## src/hdl/mem_macros.svh

```systemverilog
// ======================================
// memory map constants for the sram side
// include wherever the window or depth is needed
// ======================================

`ifndef MEM_MACROS_SVH
`define MEM_MACROS_SVH

// first byte of the sram window
`define MEM_BASE_ADDR 32'h8000_0000

// log2 of the word count, 256 words of 32 bits
`define MEM_DEPTH_LOG2 8

// reset value of the slave address buffers
`define MEM_PC_RST `MEM_BASE_ADDR

`endif

```

## src/hdl/mem_pkg.sv

```systemverilog
// ======================================
// shared types for the memory subsystem
// modules pull this in by wildcard import
// ======================================

`include "mem_macros.svh"

package mem_pkg;

    // bus vectors
    typedef logic [31:0] addr_t;
    typedef logic [31:0] word_t;
    typedef logic [3:0]  strb_t;
    typedef logic [1:0]  resp_t;

    // axi response codes in use
    localparam resp_t RESP_OKAY   = 2'b00;
    localparam resp_t RESP_DECERR = 2'b11;

    // word index into the array
    typedef logic [`MEM_DEPTH_LOG2-1:0] widx_t;

    // shared by the read and write fsm of the slave
    typedef enum logic [1:0] {
        XFER_IDLE,
        XFER_BUSY,
        XFER_DONE
    } xfer_state_t;

    // read grant owner
    typedef enum logic {
        OWNER_IFU,
        OWNER_LSU
    } rd_owner_t;

endpackage

```

## src/hdl/axi_lite_read_arbiter.sv

```systemverilog
// ======================================
// two-master read arbiter for the sram slave
// combinational path, grant held until r handshake
// ======================================

`timescale 1ns/1ps

module axi_lite_read_arbiter
    import mem_pkg::*;
(
    input  logic  clk,
    input  logic  rst,
    // instruction fetch master
    input  addr_t ifu_araddr,
    input  logic  ifu_arvalid,
    output logic  ifu_arready,
    output word_t ifu_rdata,
    output resp_t ifu_rresp,
    output logic  ifu_rvalid,
    input  logic  ifu_rready,
    // load/store master
    input  addr_t lsu_araddr,
    input  logic  lsu_arvalid,
    output logic  lsu_arready,
    output word_t lsu_rdata,
    output resp_t lsu_rresp,
    output logic  lsu_rvalid,
    input  logic  lsu_rready,
    // slave side
    output addr_t s_araddr,
    output logic  s_arvalid,
    input  logic  s_arready,
    input  word_t s_rdata,
    input  resp_t s_rresp,
    input  logic  s_rvalid,
    output logic  s_rready
);

    rd_owner_t grant_q;
    rd_owner_t last_q;
    rd_owner_t pri;
    rd_owner_t sel;
    logic      lock_q;
    logic      pri_req;
    logic      any_req;
    logic      ifu_sel, lsu_sel;
    logic      ifu_owns, lsu_owns;

    // ======================================
    // grant select
    // ======================================
    // priority goes to whoever was not served last
    assign pri     = (last_q == OWNER_IFU) ? OWNER_LSU : OWNER_IFU;
    assign pri_req = (pri == OWNER_IFU) ? ifu_arvalid : lsu_arvalid;
    assign any_req = ifu_arvalid | lsu_arvalid;

    always_comb begin
        if (lock_q) begin
            sel = grant_q;
        end else if (pri_req || !any_req) begin
            sel = pri;
        end else begin
            // only the last served one is asking
            sel = last_q;
        end
    end

    assign ifu_sel = ~lock_q & (sel == OWNER_IFU);
    assign lsu_sel = ~lock_q & (sel == OWNER_LSU);

    // ar path, nothing goes out while a read is in flight
    assign s_araddr    = (sel == OWNER_IFU) ? ifu_araddr : lsu_araddr;
    assign s_arvalid   = ifu_sel ? ifu_arvalid : (lsu_sel & lsu_arvalid);
    assign ifu_arready = ifu_sel & s_arready;
    assign lsu_arready = lsu_sel & s_arready;

    // ======================================
    // r routing
    // ======================================
    assign ifu_owns = lock_q & (grant_q == OWNER_IFU);
    assign lsu_owns = lock_q & (grant_q == OWNER_LSU);

    assign ifu_rvalid = ifu_owns & s_rvalid;
    assign lsu_rvalid = lsu_owns & s_rvalid;
    assign ifu_rdata  = ifu_owns ? s_rdata : '0;
    assign lsu_rdata  = lsu_owns ? s_rdata : '0;
    assign ifu_rresp  = ifu_owns ? s_rresp : RESP_OKAY;
    assign lsu_rresp  = lsu_owns ? s_rresp : RESP_OKAY;
    assign s_rready   = (ifu_owns & ifu_rready) | (lsu_owns & lsu_rready);

    // lock at ar handshake, release at r handshake
    always_ff @(posedge clk) begin
        if (rst) begin
            lock_q  <= 1'b0;
            grant_q <= OWNER_IFU;
            // ifu gets the first turn
            last_q  <= OWNER_LSU;
        end else if (s_arvalid && s_arready) begin
            lock_q  <= 1'b1;
            grant_q <= sel;
            last_q  <= sel;
        end else if (s_rvalid && s_rready) begin
            lock_q  <= 1'b0;
        end
    end

endmodule

```

## config.mk

```make
export PLATFORM = sky130hd
export DESIGN_NAME = axi_lite_read_arbiter
export DESIGN_NICKNAME = d
export VERILOG_FILES = /design/src/hdl/mem_pkg.sv /design/src/hdl/axi_lite_read_arbiter.sv
export VERILOG_INCLUDE_DIRS = /design/src /design/src/hdl
export SDC_FILE = /design/constraint.sdc
export NUM_CORES = 1
export LEC_CHECK = 0
export BUFFER_PORTS_ARGS = -buffer_cell sky130_fd_sc_hd__buf_4
export CORE_AREA = 2 2 82 84
export DETAILED_ROUTE_END_ITERATION = 10
export DIE_AREA = 0 0 84 86
export PLACE_DENSITY = 0.68
export SKIP_CTS_REPAIR_TIMING = 1
export SYNTH_ARGS = -nofsm -noshare
export SYNTH_HDL_FRONTEND = slang
export SYNTH_SLANG_ARGS = --single-unit
```

## constraint.sdc

```tcl
create_clock -name clk -period 1.9 [get_ports clk]
set_input_delay 0.38 -clock clk [delete_from_list [all_inputs] [get_ports clk]]
set_output_delay 0.38 -clock clk [all_outputs]
set_load 0.05 [all_outputs]
```

; ---- Word-level counts from Yosys, hierarchy flattened
; Index checks and enable logic that the tools add are counted.
[word_totals]
regBits = 3
input_bits = 106
output_inout_bits = 106
wordCells = 36
[classes]
n_mux = 12
n_bitwise = 16
n_reduce_logical = 5
[ops]
columns = op, n
row1 = $mux 32, 3
row2 = $and 1x1->1, 11
row3 = $mux 1, 7
row4 = $mux 2, 2
row5 = $not 1->1, 3
row6 = $logic_and 1x1->1, 2
row7 = $or 1x1->1, 2
row8 = $reduce_bool 2->1, 1
row9 = $logic_not 1->1, 1
row10 = $logic_or 1x1->1, 1

; ---- Depth between registers and ports, before layout
[depth]
depth_word = 10
mapped_depth = 5
mapped_depth_nobuf = 3

; ---- Least setup slack after synthesis
; OpenSTA, ideal clock, no wires.
[synth_path]
path_kind = input to output
startpoint = input ifu_arvalid
endpoint = output s_araddr[0]
arrival_time_ns = 1.674
required_time_ns = 1.520
path_slack_ns = -0.154
stages = 4
n_path_buf = 1
cell_sequence = nor2b_1 buf_6 o211a_4 o211ai_1
[synth_via]
elab_chain_cells = 6
word_cells_on_any_way = 7
classes_between = mux: 4 / bitwise: 1 / reduce/logical: 2
[synth_lines]
columns = element, line
row1 = from (decl), axi_lite_read_arbiter.sv:15  ; input logic ifu_arvalid,
row2 = $or 1x1->1, axi_lite_read_arbiter.sv:55  ; assign any_req = ifu_arvalid | lsu_arvalid;
row3 = $logic_not 1->1, axi_lite_read_arbiter.sv:60  ; end else if (pri_req || !any_req) begin
row4 = $logic_or 1x1->1 (*), axi_lite_read_arbiter.sv:60
row5 = $mux 1 (*), axi_lite_read_arbiter.sv:60
row6 = $mux 1 (*), axi_lite_read_arbiter.sv:58  ; if (lock_q) begin
row7 = $mux 32 (*), axi_lite_read_arbiter.sv:72  ; assign s_araddr = (sel == OWNER_IFU) ? ifu_araddr : lsu_araddr;
row8 = to (decl), axi_lite_read_arbiter.sv:30  ; output addr_t s_araddr,
; Mark *: on every way between the ends. The rest lies on a longest branch, timed or not.

; ---- Worst setup path in the final report
[layout_path]
startpoint = input ifu_arvalid
endpoint = output s_araddr[17]
; Same word-level chain as after synthesis.

==> impl.org <==
** Run status
- The flow ran to the end, and the final reports show no timing, DRC or antenna violations.

** Synthesis
- The average instance in the mapped netlist occupies 6.67 µm².
- Synthesized netlist cell count :: 260
- Cell taking the most area after synthesis :: sky130_fd_sc_hd__o211ai_2
- During synthesis, Yosys emitted a total of 0 warnings.
- Distinct cells, synth :: 27
- Synth top area share :: 0.216
- #FFs+latches synth :: 3
- Syn nets :: 366
- In this run the cell area of the synthesized design comes to 0.00174 mm².
- Most area-consuming cells after synthesis :: sky130_fd_sc_hd__o211ai_2 22%, sky130_fd_sc_hd__o2111ai_1 16%, sky130_fd_sc_hd__nand2_1 14%
- Of the synthesized area, sequential elements account for 0.0346.

** Floorplanning
- Floorplan die height :: 86 µm
- Initial core utilization :: 0.276
- The floorplan has 29 rows.
- Die area :: 0.00722 mm²
- The region available for standard cell placement spans 0.00628 mm².
- The die is 84 µm wide.
- I/O pin cnt :: 212

** Clock network
- H-tree level count :: 1
- Clock tree from TritonCTS :: built
- The root buffer cell chosen for the clock tree is sky130_fd_sc_hd__clkbuf_8.
- Max Buffers Root-to-Sink :: 2
- Clk sinks :: 3
- TritonCTS created 3 clock buffers.
- Clock-pin slew of the registers on the worst-case setup and hold paths :: 0.03 ns
- The later pin in the worst-skew pair is clocked with a latency of 0.22 ns.

** Global route
- Final global-route overflow total :: 0
- Overall track demand over capacity in global routing :: 0.210
- Entering global routing, the biggest net connects 45 pins.
- The number of antenna violations at the first check in global routing was 0.
- Global-route wire length before repair :: 12,900 µm
- Vias in the first global route :: 2,588

** Critical path
- Biggest fanout along the worst timing path :: 16
- The worst setup path is launched from an input port.
- Cell with the largest stage delay on the worst path :: sky130_fd_sc_hd__buf_4
- Worst setup path startpoint :: ifu_arvalid
- Worst path max stage delay :: 0.22 ns
- The startpoint identified for the worst register-to-register timing path is grant_q.
- The critical path goes through buf_4, nand2b_2, o211a_4, buf_12, o211ai_2, buf_4.
- The worst setup path is captured at an output port.
- Data on the critical path arrives at its endpoint at 1.47 ns.
- The setup check on the worst reg-to-reg path leaves a slack of 0.67 ns.
- Dominant cell type by count on the critical path :: sky130_fd_sc_hd__buf_4
- The critical path is of the in2out type.
- Required time of the critical path :: 1.52 ns

** STA
- Derived from the worst setup path, the maximum achievable clock frequency is 541 MHz.
- Setup violations remaining at the end of the flow were counted as 0.
- Fin Setup TNS :: 0 ns
- Unrepaired setup endpoints after global routing :: false
- Slew Limit Fails :: 0
- For the pin with the worst max-slew slack, the measured transition is 0.307 ns.
- Largest clock skew in the final design :: 0.00299 ns
- Crit path time final :: 1.85 ns
- Of the available clock period, the critical path in the final layout requires 0.974.
- Measured against its own limit, the worst slew margin works out to 0.795.
- Number of hold-slack violations in the final timing report :: 0

** Cells and area
- Filler cell count :: 604
- The area growth from synthesis to layout is 107%.
- Share of post-route cells with drive strength above 1 :: 0.593
- Layout Utilization :: 0.571
- Leading cell types in the layout, fill and taps excluded :: 213 x sky130_fd_sc_hd__buf_4, 66 x sky130_fd_sc_hd__nand2_1, 36 x sky130_fd_sc_hd__and3_1, 35 x sky130_fd_sc_hd__and2_1, 32 x sky130_fd_sc_hd__o2111ai_1
- Summing all multi-input logic gate instances after layout gives 0.00151 mm².
- The library cell used most frequently in the layout, excluding fill and tap cells, is sky130_fd_sc_hd__buf_4.
- Area taken by flip-flops and latches :: 62.6 µm²
- Number of nets in the layout :: 566
- The number of antenna diodes in the final layout is 0.

** Route
- WL/cell :: 15.9 µm
- For this run, design rule violations remaining after detail routing come to 0.
- Before antenna repair, the detailed router went through 4 iterations.
- Total Wirelength :: 8540 µm
- Vias/cell :: 5.13
- Detailed routing inserted a total of 2,751 vias.
- Post-DRT Antenna Nets :: 0
- The detailed router finished its first iteration with 106 violations.

** Power and ir drop
- IR analysis of the VDD net gives a maximum drop of 353 µV.
- In this run the power density over the cells is 521 mW/mm².
- For this design the static power due to leakage is 1.96 nW.

** Min path
- HP Class :: in2reg
- The worst hold path begins at rst.

** Place
- Routability-driven placement finished with a final weighted congestion of 0.798.
- Number of I/O port buffers :: 211
- Summed over all nets, the half-perimeter wirelength after detailed placement is 6460 µm.

** Job
- Max-cap violations in this run came to 0.
## final timing paths
kind / endpoint / depth (start not counted)
hold reg to reg: last_q / 1
hold / removal: grant_q / 2
setup / recovery: s_araddr[17] / 6
setup reg to reg: lock_q / 4
## synthesized netlist by cell type (all sizes together)
library cell / n
o21ai: 2
nand2: 66
dfxtp: 3
a21oi: 1
clkbuf: 22
nand3b: 1
o2111ai: 32
nor2: 4
and2b: 1
buf: 14
and2: 35
a211o: 1
inv: 1
a221oi: 1
o211a: 1
o211ai: 32
mux2i: 1
nor2b: 1
nor3b: 1
nand4: 1
nand2b: 3
and3: 36
## report_power, final
group	leakage [nW]	total [mW]	internal [mW]	switching, mW
Combinational	1.92	1.61	0.601	1.00
Clock	0.0228	0.185	0.143	0.0420
Sequential	0.0247	0.0769	0.0689	0.00807
## sequential cells by signal, indices dropped and copies added (netlist names)
register and flops:
grant_q 1, last_q 1, lock_q 1
## critical path: cells and delay by family
kind,cells,cell delay [ns]
buffers and inverters,3,0.51
AOI/OAI and AO/OA,2,0.36
and+or+nand+nor,1,0.21
## layout make-up
cell class	instances	share of cell area
tap	77	0.0269
timing repair buffer	231	0.522
multi-input combinational	220	0.420
clock buffer	4	0.0126
sequential	3	0.0174
inverter	1	0.00105
## per-layer routing
metal	vias to the layer above	wire length, µm	share of wire	global-route usage
met4	0	46	0.0054	0.0308
li1	1362	-	-	-
met2	98	4380	0.51	0.375
met1	1287	3670	0.43	0.277
met5	-	0	0	0
met3	4	443	0.052	0.0241
## cell families (layout without fill, tap and decap cells)
group           after synthesis  in the layout  synth area share
simple gates                149            149             0.438
compound gates               70             70             0.415
buf+inv                      37            236             0.106
flops                         3              3            0.0346
mux                           1              1           0.00577
## through the flow
step	setup slack [ns]	hold WS (ns)	cell area [µm²]	total power, mW	cells
after global routing	0.00548	0.344	3590	1.96	536
after detailed placement	0.0266	0.565	3440	1.63	530
final	0.0503	0.353	3590	1.87	536
after CTS	0.0179	0.343	3490	1.82	534
after floorplan	-0.123	0.449	1740	1.08	260
after global placement	0.0571	0.561	3440	1.62	530
No activity file was read; power rests on OpenSTA's default activity.
