--- config.mk ---
export PLATFORM = sky130hd
export DESIGN_NAME = axi_lite_sram
export DESIGN_NICKNAME = d
export VERILOG_FILES = /design/src/hdl/mem_pkg.sv /design/src/hdl/axi_lite_sram.sv
export VERILOG_INCLUDE_DIRS = /design/src /design/src/hdl
export SDC_FILE = /design/constraint.sdc
export NUM_CORES = 1
export LEC_CHECK = 0
export CORE_ASPECT_RATIO = 1.75
export CORE_MARGIN = 8
export CORE_UTILIZATION = 51
export CTS_CLUSTER_DIAMETER = 40
export DETAILED_ROUTE_END_ITERATION = 10
export DONT_BUFFER_PORTS = 1
export PLACE_DENSITY = 0.72
export SYNTH_ARGS = -nofsm -noshare
export SYNTH_HDL_FRONTEND = slang
export SYNTH_SLANG_ARGS = --single-unit
--- constraint.sdc ---
create_clock -name clk -period 2.3 [get_ports clk]
set_clock_uncertainty 0.15 [all_clocks]
set_input_delay 0.23 -clock clk [delete_from_list [all_inputs] [get_ports clk]]
set_output_delay 0.23 -clock clk [all_outputs]
set_load 0.03 [all_outputs]
--- src/hdl/mem_macros.svh ---
// ======================================
// memory map constants for the sram side
// include wherever the window or depth is needed
// ======================================

`ifndef MEM_MACROS_SVH
`define MEM_MACROS_SVH

// first byte of the sram window
`define MEM_BASE_ADDR 32'h8000_0000

// log2 of the word count, 256 words of 32 bits
`define MEM_DEPTH_LOG2 8

// reset value of the slave address buffers
`define MEM_PC_RST `MEM_BASE_ADDR

`endif

--- src/hdl/mem_pkg.sv ---
// ======================================
// shared types for the memory subsystem
// modules pull this in by wildcard import
// ======================================

`include "mem_macros.svh"

package mem_pkg;

    // bus vectors
    typedef logic [31:0] addr_t;
    typedef logic [31:0] word_t;
    typedef logic [3:0]  strb_t;
    typedef logic [1:0]  resp_t;

    // axi response codes in use
    localparam resp_t RESP_OKAY   = 2'b00;
    localparam resp_t RESP_DECERR = 2'b11;

    // word index into the array
    typedef logic [`MEM_DEPTH_LOG2-1:0] widx_t;

    // shared by the read and write fsm of the slave
    typedef enum logic [1:0] {
        XFER_IDLE,
        XFER_BUSY,
        XFER_DONE
    } xfer_state_t;

    // read grant owner
    typedef enum logic {
        OWNER_IFU,
        OWNER_LSU
    } rd_owner_t;

endpackage

--- src/hdl/axi_lite_sram.sv ---
// ======================================
// axi-lite slave in front of the sram array
// separate read and write fsm, one transfer each
// out of window accesses answer decerr
// ======================================

`timescale 1ns/1ps

`include "mem_macros.svh"

module axi_lite_sram
    import mem_pkg::*;
(
    input  logic  clk,
    input  logic  rst,
    // read address
    input  addr_t araddr,
    input  logic  arvalid,
    output logic  arready,
    // read data
    output word_t rdata,
    output resp_t rresp,
    output logic  rvalid,
    input  logic  rready,
    // write address
    input  addr_t awaddr,
    input  logic  awvalid,
    output logic  awready,
    // write data
    input  word_t wdata,
    input  strb_t wstrb,
    input  logic  wvalid,
    output logic  wready,
    // write response
    output resp_t bresp,
    output logic  bvalid,
    input  logic  bready,
    // array side
    output logic  mem_rd_en,
    output widx_t mem_rd_idx,
    input  word_t mem_rd_data,
    output logic  mem_wr_en,
    output widx_t mem_wr_idx,
    output word_t mem_wr_data,
    output strb_t mem_wr_strb
);

    xfer_state_t rd_state_q, rd_state_d;
    xfer_state_t wr_state_q, wr_state_d;

    addr_t araddr_q;
    addr_t awaddr_q;
    addr_t rd_off;
    addr_t wr_off;
    logic  rd_in_range;
    logic  wr_in_range;
    // range result latched alongside the state
    logic  rd_ok_q;
    logic  wr_ok_q;

    logic  ar_hs, r_hs, aw_hs, w_hs, b_hs;

    assign ar_hs = arvalid & arready;
    assign r_hs  = rvalid & rready;
    assign aw_hs = awvalid & awready;
    assign w_hs  = wvalid & wready;
    assign b_hs  = bvalid & bready;

    // ======================================
    // window decode
    // ======================================
    // below the base wraps high, so upper offset bits catch both sides
    assign rd_off      = araddr_q - `MEM_BASE_ADDR;
    assign wr_off      = awaddr_q - `MEM_BASE_ADDR;
    assign rd_in_range = (rd_off[31:`MEM_DEPTH_LOG2+2] == '0);
    assign wr_in_range = (wr_off[31:`MEM_DEPTH_LOG2+2] == '0);

    // ======================================
    // read channel
    // ======================================
    always_comb begin
        rd_state_d = rd_state_q;
        case (rd_state_q)
            XFER_IDLE: if (ar_hs) rd_state_d = XFER_BUSY;
            // array answers in one cycle
            XFER_BUSY: rd_state_d = XFER_DONE;
            XFER_DONE: if (r_hs) rd_state_d = XFER_IDLE;
            default:   rd_state_d = XFER_IDLE;
        endcase
    end

    always_ff @(posedge clk) begin
        if (rst) begin
            rd_state_q <= XFER_IDLE;
            araddr_q   <= `MEM_PC_RST;
            rd_ok_q    <= 1'b0;
        end else begin
            rd_state_q <= rd_state_d;
            if (ar_hs) begin
                araddr_q <= araddr;
            end
            if (rd_state_q == XFER_BUSY) begin
                rd_ok_q <= rd_in_range;
            end
        end
    end

    assign arready    = (rd_state_q == XFER_IDLE);
    assign rvalid     = (rd_state_q == XFER_DONE);
    // array output holds during done, so rdata is stable under back-pressure
    assign mem_rd_en  = (rd_state_q == XFER_BUSY);
    assign mem_rd_idx = rd_off[`MEM_DEPTH_LOG2+1:2];
    assign rdata      = rd_ok_q ? mem_rd_data : '0;
    assign rresp      = rd_ok_q ? RESP_OKAY : RESP_DECERR;

    // ======================================
    // write channel
    // ======================================
    always_comb begin
        wr_state_d = wr_state_q;
        case (wr_state_q)
            XFER_IDLE: if (aw_hs) wr_state_d = XFER_BUSY;
            XFER_BUSY: if (w_hs) wr_state_d = XFER_DONE;
            XFER_DONE: if (b_hs) wr_state_d = XFER_IDLE;
            default:   wr_state_d = XFER_IDLE;
        endcase
    end

    always_ff @(posedge clk) begin
        if (rst) begin
            wr_state_q <= XFER_IDLE;
            awaddr_q   <= `MEM_PC_RST;
            wr_ok_q    <= 1'b0;
        end else begin
            wr_state_q <= wr_state_d;
            if (aw_hs) begin
                awaddr_q <= awaddr;
            end
            if (w_hs) begin
                wr_ok_q <= wr_in_range;
            end
        end
    end

    assign awready     = (wr_state_q == XFER_IDLE);
    assign wready      = (wr_state_q == XFER_BUSY);
    assign bvalid      = (wr_state_q == XFER_DONE);
    assign bresp       = wr_ok_q ? RESP_OKAY : RESP_DECERR;
    // array write lands on the w handshake edge, dropped outside the window
    assign mem_wr_en   = w_hs & wr_in_range;
    assign mem_wr_idx  = wr_off[`MEM_DEPTH_LOG2+1:2];
    assign mem_wr_data = wdata;
    assign mem_wr_strb = wstrb;

endmodule

* Word level (Yosys, flattened, before mapping) *
Index checks and enable logic that the tools add are counted.

cells by class
  add/sub/neg operators = 2
  multiply operators = 0
  div/mod/pow operators = 0
  order comparisons = 0
  eq/ne operators = 9
  shift operators = 0
  mux-type cells = 10
  bitwise logic cells = 6
  reductions and logical operators = 6

operators with widths
  kind                                                                     count
  32-bit subtractor, second input constant                                 2
  22-bit zero test                                                         2
  32-bit two-way mux                                                       1
  2-bit two-way mux                                                        7
  2-bit case mux with 3 select lines                                       2
  2-bit by 1-bit inequality test with 1-bit output, second input constant  5
  1-bit bitwise AND                                                        6
  2-bit by 1-bit equality test with 1-bit output, second input constant    2
  2-bit equality test, second input constant                               2
  2-bit zero test                                                          2
  3-bit AND reduction                                                      1
  2-bit AND reduction                                                      1

storage, ports and cells
  flip-flop bits (word level) = 70
  latch bits = 0
  memory bits (writable) = 0
  memory bits (read-only) = 0
  input port bits = 139
  output and inout port bits = 95
  memories kept = 0

* Depth between registers and ports, before layout *
Gate-level depths: netlist of run 1.

  depth in word-level cells = 4
  mapped depth = 4
  depth with buffers taken out = 3

* Least setup slack after synthesis of run 1 *
No wires, ideal clock.

  kind = register to output
  start point = register awaddr_q[12]
  end point = output port mem_wr_en
  arrival = 1.809 ns
  slack = 0.111 ns
  cell stages (with the launch flop) = 3
  path buffers = 0
  path through = dfxtp_1 or4_4 nor4_1

on the way
  cells in the longest elaborated chain, start to end = 3

RTL lines
  what                                RTL line              RTL
  start: declaration                  axi_lite_sram.sv:52   addr_t awaddr_q;
  start signal: assignment            axi_lite_sram.sv:132  awaddr_q <= `MEM_PC_RST;
  start signal: assignment            axi_lite_sram.sv:137  awaddr_q <= awaddr;
  32-bit subtractor (no source line)  --
  22-bit zero test                    axi_lite_sram.sv:76   assign wr_in_range = (wr_off[31:`MEM_DEPTH_LOG2+2] == '0);
  1-bit bitwise AND                   axi_lite_sram.sv:150  assign mem_wr_en = w_hs & wr_in_range;
  end: declaration                    axi_lite_sram.sv:42   output logic mem_wr_en,

Every way passes these cells.

* Worst setup path after layout of run 1 *
Same ends and word-level chain as after synthesis.

==> results.toml, run 1 <==
[clocking]
cts_tree = "done"
cts.sink_count = 66
cts_root_buf = "clkbuf_8"
clkTransAtPathRegs_ns = 0.07
ctsHoldBuffers = 66
post-cts-setup-buffers = 0
numCtsBuffers = 9
h-tree-depth = 3
insertion_delay_ns = 0.34
cts.repair.resized = 0
clock_path_buffers = 2

[yosys]
netlist_area_um2 = 3050
avgSynthCellArea_um2 = 8.42
synth-edff-count = 0
async_reset_ff_share_pct = 0
synth-seq-cells = 66
synth.area.top_cells = "dfxtp_1 43%, buf_4 13%, mux2i_1 9.8%"
synth_top_area_share_pct = 43.3
yosys_warnings = 0
synth_top_area_cell = "dfxtp_1"
synth_most_common_cell = "dfxtp_1"
synth_cells = 362
synth_ff_type = "dfxtp_1"
syn_nets = 501
yosysSeqAreaShare_pct = 43.3
synth_commonest_cells = "66 x dfxtp_1, 60 x nand2_1, 54 x buf_4"
synth.distinct_cells = 26

[placement]
dp_hpwl_um = 5880
port_buffers = 0
dp_cells = 373
pre_cts_slack_ns = 0.523
gp_congestion = 0.710

[worst_setup_path]
cp_slowest_cell = "or4_4"
worst-endpoint-required_ns = 1.92
cpPeakStageDelay_ns = 0.53
critPathCaptureType = "output pin"
cp_max_fo = 2
cp.arrival_ns = 1.72
crit_path_start_kind = "flop"
path_class = "reg -> out"
crit_chain = "or4_4 > nor4_1 > buf_4"

[timing]
relSlewSlack_pct = 33.6
finalSetupTns_ns = 0
period_needed_ns = 2.10
hold_slack_ns = 0.0822
fin_crit_sh_pct = 91.2
drv_slew = 0
setup_viol = 0
fmaxAchievable_mhz = 477
worstMarginPinSlew_ns = 0.996
setup_slack_ns = 0.202
hold_viol_final = 0
rsz0062_at_grt = "false"

[final_layout]
fill_cells = 459
final_core_util_pct = 61.6
nets = 511
diodes = 0
multi_input_area_um2 = 1240
layout-drive-gt1-share_pct = 6.13
finalNonFillerCells = 453
area_growth_pct = 17.8
ff_latch_area_um2 = 1320

[grt]
grt_first_pass_wirelength_um = 13100
antenna_found_initial = 2
groute.usage.overall_pct = 19.6
grt_pass1_vias = 2558
overflow = 0
grt_start_max_net_pins = 69

[drt]
drc = 0
via_per_inst = 5.43
ant_nets = 0
wl_um = 8790
route.vias.total = 2460
drt_iter0_markers = 110
first_pass_iters = 4
post_drt_wl_per_cell_um = 19.4

[die]
core_um2 = 5830
rows = 37
die_area_um2 = 8810
initial_core_util_pct = 52.3
io_pins = 234
die_y_um = 118
die_x_um = 74.5

[power]
ir_drop_mv = 0.501
power.density_nw_per_um2 = 734
p_leak_nw = 1.45

[min_path]
hp-class = "in -> reg"

[job]
max_cap_violations = 0

[run_status]
status = "finished clean"
[worst paths after layout]
kind            startpoint            end  slack [ns]  cells after the start
max           awaddr_q[12]      mem_wr_en        0.20                      3
min                    rst    awaddr_q[6]        0.08                      2
max reg2reg  wr_state_q[1]  wr_state_q[1]        0.25                      4
min reg2reg   awaddr_q[15]   awaddr_q[15]        0.31                      2
[worst max-delay path: cells and delay by family, from the launching register on]
kind                   cells  cell delay (ns)
buffers and inverters      1             0.22
AND/OR/NAND/NOR            2             0.84
flip-flops                 1             0.32
[area by class of cell]
class / instances / area share (%)
clock buffers: 12 / 4.32
inverters: 4 / 0.418
repair buffers: 72 / 20.1
multi-input cells: 219 / 34.6
well taps: 78 / 2.72
flip-flops and latches: 66 / 36.8
clock inverters: 2 / 1.04
[state kept, by name (all words and copies together) (netlist names)]
| name | count |
|---|---|
| wr_state_q | 2 |
| awaddr_q | 30 |
| rd_state_q | 2 |
| rd_ok_q | 1 |
| araddr_q | 30 |
| wr_ok_q | 1 |
[placed cells by master, fill, tap and decap left out, types with 6 or more instances in the layout]
master / instances
clkbuf_8: 11
nor2_1: 33
nand2_1: 60
nor2b_1: 6
mux2i_1: 30
dfxtp_1: 66
and2_1: 32
a21oi_1: 31
buf_4: 6
dlygate4sd3_1: 65
nor4_1: 7
[stage by stage]
step,area [um2],total power [mW]
floorplan,3050,1.68
global placement,2720,1.57
detailed placement,2720,1.58
CTS,3590,2.66
global route,3590,2.74
finish,3590,2.64
[per-layer routing]
layer,wire length (um),track usage (%)
met1,2940,17.9
met2,4650,35.4
met3,947,7.96
met4,259,9.38
met5,0,0
[kinds of logic after synthesis]
logic type	synth area share (%)
muxes	9.85
buffers and inverters	16.2
DFF	43.3
and+or+nand+nor	24.7
AOI/OAI and AO/OA	5.83
[where the power goes]
group | switching [mW] | internal (mW) | total [mW]
registers | 0.0870 | 1.22 | 1.31
clock network | 0.413 | 0.548 | 0.961
logic | 0.189 | 0.182 | 0.371
total | 0.689 | 1.95 | 2.64
(Power assumes the default switching activity.)
==> run 2, diff against run 1 <==
Settings changed: ABC_AREA from default to 1.
==> results.toml, run 2 <==
[placement]
port_buffers = 0
placed_cell_area_um2 = 2840
dp_hpwl_um = 5960
gp_congestion = 0.742

[yosys]
avgSynthCellArea_um2 = 7.04
synth_top_area_cell = "dfxtp_1"
netlist_area_um2 = 3250
syn_nets = 600
synth_ff_type = "dfxtp_1"
synth-seq-cells = 66
synth.area.top_cells = "dfxtp_1 41%, nor2_1 13%, buf_4 13%"
synth_most_common_cell = "nor2_1"
synth_top_area_share_pct = 40.7
synth_commonest_cells = "116 x nor2_1, 66 x dfxtp_1, 56 x buf_4"
yosys_warnings = 0
synth_cells = 461
synth.distinct_cells = 26
synth-edff-count = 0
yosysSeqAreaShare_pct = 40.7
async_reset_ff_share_pct = 0

[worst_setup_path]
crit_chain = "nor2_1 > nand2_1 > nor3_1 > nand3b_1 > nor2_1"
cpPeakStageDelay_ns = 0.46
cp.arrival_ns = 1.58
worst_path_most_repeated_cell = "nor2_1"
ff2ff_path_depth = 5
worst-endpoint-required_ns = 1.92
critPathCaptureType = "output pin"
crit_path_start_kind = "flop"
path_class = "reg -> out"
cp_slowest_cell = "nor2_1"
cp_max_fo = 2

[final_layout]
layout-drive-gt1-share_pct = 6.57
largestRegisters = "araddr_q: 30 flops, awaddr_q: 30 flops"
nets = 607
diodes = 0
area_growth_pct = 12.9
final_common_cell = "nor2_1"
final_area_um2 = 3670
fill_cells = 519
most-common-layout-cells = "116 x nor2_1, 66 x dfxtp_1, 64 x dlygate4sd3_1"

[drt]
drt_iter0_markers = 143
ant_nets = 0
via_per_inst = 4.94
post_drt_wl_per_cell_um = 15.5
route.vias.total = 2727
drc = 0
wl_um = 8560
first_pass_iters = 5

[timing]
drv_slew = 0
worstMarginPinSlew_ns = 0.670
fmaxAchievable_mhz = 511
hold_viol_final = 0
setup_viol = 0
rsz0062_at_grt = "false"
relSlewSlack_pct = 55.2
period_needed_ns = 1.96
finalSetupTns_ns = 0
fin_crit_sh_pct = 85.1

[power]
p_leak_nw = 1.78
power.density_nw_per_um2 = 755
power.total_mw = 2.77
share_comb_of_total_power_pct = 18.0
switching_share_pct = 29.2
intPower_mw = 1.96
clockPowerShare_pct = 33.3
power.switching_mw = 0.808
ir_drop_mv = 0.462
p_seq_share_pct = 48.7

[min_path]
whs_path_depth = 2
hp-class = "in -> reg"

[grt]
grt_pass1_vias = 2701
overflow = 0
grt_first_pass_wirelength_um = 13200
groute.usage.overall_pct = 17.3
grt_start_max_net_pins = 38
antenna_found_initial = 0

[clocking]
cts.repair.resized = 0
numCtsBuffers = 9
cts.sink_count = 66
clock_path_buffers = 2
cts_root_buf = "clkbuf_8"
insertion_delay_ns = 0.33
clkTransAtPathRegs_ns = 0.07
cts_tree = "done"
h-tree-depth = 3
post-cts-setup-buffers = 0

[die]
die_area_um2 = 9280
core_um2 = 6180
die_x_um = 76.3
rows = 38
initial_core_util_pct = 52.5
io_pins = 234
die_y_um = 122

[run_status]
status = "finished clean"

[job]
max_cap_violations = 0
==> run 2: cell types whose count changed in the layout (fill, tap and decap cells not counted), sizes merged, moves of 8 or more <==
| cell | before | now |
|---|---|---|
| nand3 | 1 | 9 |
| o21ai | 1 | 59 |
| inv | 4 | 58 |
| nand2 | 60 | 49 |
| a21oi | 31 | 16 |
| and2 | 32 | 1 |
| nor2 | 33 | 118 |
| mux2i | 30 | 0 |
==> run 2: stage by stage <==
| stage | setup WS (ns) | util, % | hold WS, ns | std cells |
|---|---|---|---|---|
| after CTS | 0.330 | 59.3 | 0.0288 | 552 |
| final | 0.343 | 59.3 | 0.0444 | 552 |
| after detailed placement | 0.703 | 46.0 | 0.154 | 473 |
| after global placement | 0.727 | 46.0 | 0.152 | 473 |
| after floorplan | 0.853 | - | 0.149 | 461 |
| after global routing | 0.175 | 59.3 | 0.0457 | 552 |
==> run 2: worst max-delay path: cells and delay by family, from the launching register on <==
kind | cells | cell delay, ns
simple gates | 5 | 0.94
flops | 1 | 0.31
==> run 2: power by group through the flow <==
stage	clock network (mW)	registers [mW]	logic, mW
after global routing	1.00	1.36	0.560
final	0.921	1.35	0.499
after CTS	0.950	1.35	0.494
after floorplan	0	1.31	0.574
after detailed placement	0	1.37	0.405
after global placement	0	1.37	0.396
==> run 2: cell type report <==
class                           instances  area, um2  area share, %
Timing Repair Buffer                   72        713           19.5
Multi-Input combinational cell        261       1130           30.8
Tap cell                               80        100           2.73
Inverter                               58        218           5.94
Sequential cell                        66       1320           36.0
Clock buffer                           12        145           3.96
Clock inverter                          3       40.0           1.09
==> run 2: worst paths after layout <==
path                      start            end  slack (ns)
setup / recovery   awaddr_q[26]      mem_wr_en        0.34
setup reg to reg  rd_state_q[1]   araddr_q[18]        0.66
hold reg to reg    awaddr_q[21]   awaddr_q[21]        0.30
hold / removal           wvalid  wr_state_q[1]        0.04
==> run 2: cells by family after synthesis <==
group | synth area share [%]
and+or+nand+nor | 22.5
buffers and inverters | 24.5
AOI/OAI and AO/OA | 12.3
DFF | 40.7
==> run 2: timing repair <==
item | in CTS | in global routing
endpoints found under the hold margin | 65 | 0
setup endpoints to repair | 0 | 0
hold buffers | 64 | 0
==> run 2: metal layers <==
layer | global-route usage [%] | vias up | wire length (um)
met5 | 0 | - | 0
met4 | 5.33 | 0 | 87
met3 | 7.82 | 13 | 774
met2 | 31.0 | 133 | 4580
met1 | 17.5 | 1215 | 3110
li1 | - | 1366 | -
==> run 3, diff against run 2 <==
--- a/config.mk
+++ b/config.mk
@@ -12,2 +12,3 @@
 export CORE_UTILIZATION = 51
+export CTS_BUF_LIST = sky130_fd_sc_hd__clkbuf_8
 export CTS_CLUSTER_DIAMETER = 40
@@ -16,2 +17,3 @@
 export PLACE_DENSITY = 0.72
+export SKIP_LAST_GASP = 1
 export SYNTH_ARGS = -nofsm -noshare
--- a/constraint.sdc
+++ b/constraint.sdc
@@ -4,2 +4,2 @@
 set_output_delay 0.23 -clock clk [all_outputs]
-set_load 0.03 [all_outputs]
+set_load 0.02 [all_outputs]
==> results.toml, run 3 (synthesized netlist as in run 2, its figures left out) <==
[run_status]
status = "finished clean"

[die]
rows = 38
initial_core_util_pct = 52.5
io_pins = 234
die_area_um2 = 9280
die_y_um = 122
core_um2 = 6180
die_x_um = 76.3

[clocking]
clock_path_buffers = 2
cts.sink_count = 66
numCtsBuffers = 9
h-tree-depth = 3
ctsHoldBuffers = 64
cts_tree = "done"
clkTransAtPathRegs_ns = 0.07
post-cts-setup-buffers = 0
insertion_delay_ns = 0.33
cts.repair.resized = 0
cts_root_buf = "clkbuf_8"

[drt]
post_drt_wl_per_cell_um = 15.7
via_per_inst = 5.01
first_pass_iters = 5
ant_nets = 0
wl_um = 8620
drc = 0
drt_iter0_markers = 192
route.vias.total = 2749

[final_layout]
layout-drive-gt1-share_pct = 6.40
largestRegisters = "araddr_q: 30 flops, awaddr_q: 30 flops"
diodes = 0
multi_input_area_um2 = 1130
area_growth_pct = 13.0
ff_latch_area_um2 = 1320
nets = 603
final_core_util_pct = 59.4
most-common-layout-cells = "116 x nor2_1, 66 x dfxtp_1, 64 x dlygate4sd3_1"
final_common_cell = "nor2_1"
finalNonFillerCells = 549
fill_cells = 527
final_area_um2 = 3670

[worst_setup_path]
critPathCaptureType = "output pin"
cp.arrival_ns = 1.44
cpPeakStageDelay_ns = 0.35
crit_path_start_kind = "flop"
cp_top_family = "simple AND/OR/NAND/NOR gates"
critPathBufInv = 2
path_class = "reg -> out"
worst-endpoint-required_ns = 1.92
cp_slowest_cell = "nor2_1"
cp_max_fo = 4
crit_chain = "inv_1 > nand3_1 > inv_1 > nand4_1 > nor2_1"
worst_path_most_repeated_cell = "inv_1"

[grt]
overflow = 0
grt_first_pass_wirelength_um = 13200
antenna_found_initial = 0
grt_pass1_vias = 2790
groute.usage.overall_pct = 17.2
grt_start_max_net_pins = 46

[timing]
fmaxAchievable_mhz = 550
relSlewSlack_pct = 60.1
rsz0062_at_grt = "false"
finalSetupTns_ns = 0
period_needed_ns = 1.82
worstMarginPinSlew_ns = 0.597
hold_slack_ns = 0.0134
hold_viol_final = 0
setup_viol = 0
fin_crit_sh_pct = 79.0
drv_slew = 0
setup_slack_ns = 0.482

[min_path]
hp-class = "in -> reg"

[job]
max_cap_violations = 0

[placement]
dp_cells = 469
dp_hpwl_um = 6060
placed_cell_area_um2 = 2810
port_buffers = 0
gp_congestion = 0.735
pre_cts_slack_ns = 0.559

[power]
power.density_nw_per_um2 = 775
p_leak_nw = 1.77
power.total_mw = 2.84
ir_drop_mv = 0.690
## run 3: cell count changes in the layout (fill, tap and decap cells not counted)
| cell | change |
|---|---|
| buf_4 | -4 |
| bufinv_16 | +1 |
| clkbuf_1 | -2 |
| clkbuf_8 | -1 |
| clkinv_4 | +1 |
| clkinvlp_4 | +2 |
## run 3: area by class of cell
type,count,area share [%]
clock buffer,9,3.38
clock inverter,7,2.56
inverter,58,5.93
multi-input combinational,261,30.8
sequential,66,36.0
tap,80,2.73
timing repair buffer,68,18.6
## run 3: final timing paths
check	startpoint	depth (start not counted)	end	slack [ns]
worst max-delay path	wr_state_q[1]	5	mem_wr_en	0.48
worst min-delay path	rst	2	awaddr_q[31]	0.01
worst max register to register	rd_state_q[1]	5	araddr_q[11]	0.54
worst min register to register	awaddr_q[21]	2	awaddr_q[21]	0.30
## run 3: layer usage
layer  wire [um]  GRT usage (%)  vias up  share of wire, %
met1        3130           17.0     1237                36
met2        4630           30.5      139                54
met3         724           7.45       14               8.4
li1            -              -     1359                 -
met5           0              0        -                 0
met4         131           8.11        0               1.5
## run 3: worst reg2reg max path, stage by stage, from the launching register on
cell and delay, ns:
dfxtp_1 0.33, nor2_2 0.33, nand2_2 0.28, buf_4 0.30, o21ai_0 0.19, a21oi_1 0.06
## run 3: power by group
part,internal (mW),total [mW],switching (mW),leakage (nW)
sequential,1.24,1.33,0.0840,0.547
clock,0.608,1.05,0.443,0.105
combinational,0.186,0.465,0.279,1.12
total,2.04,2.84,0.806,1.77
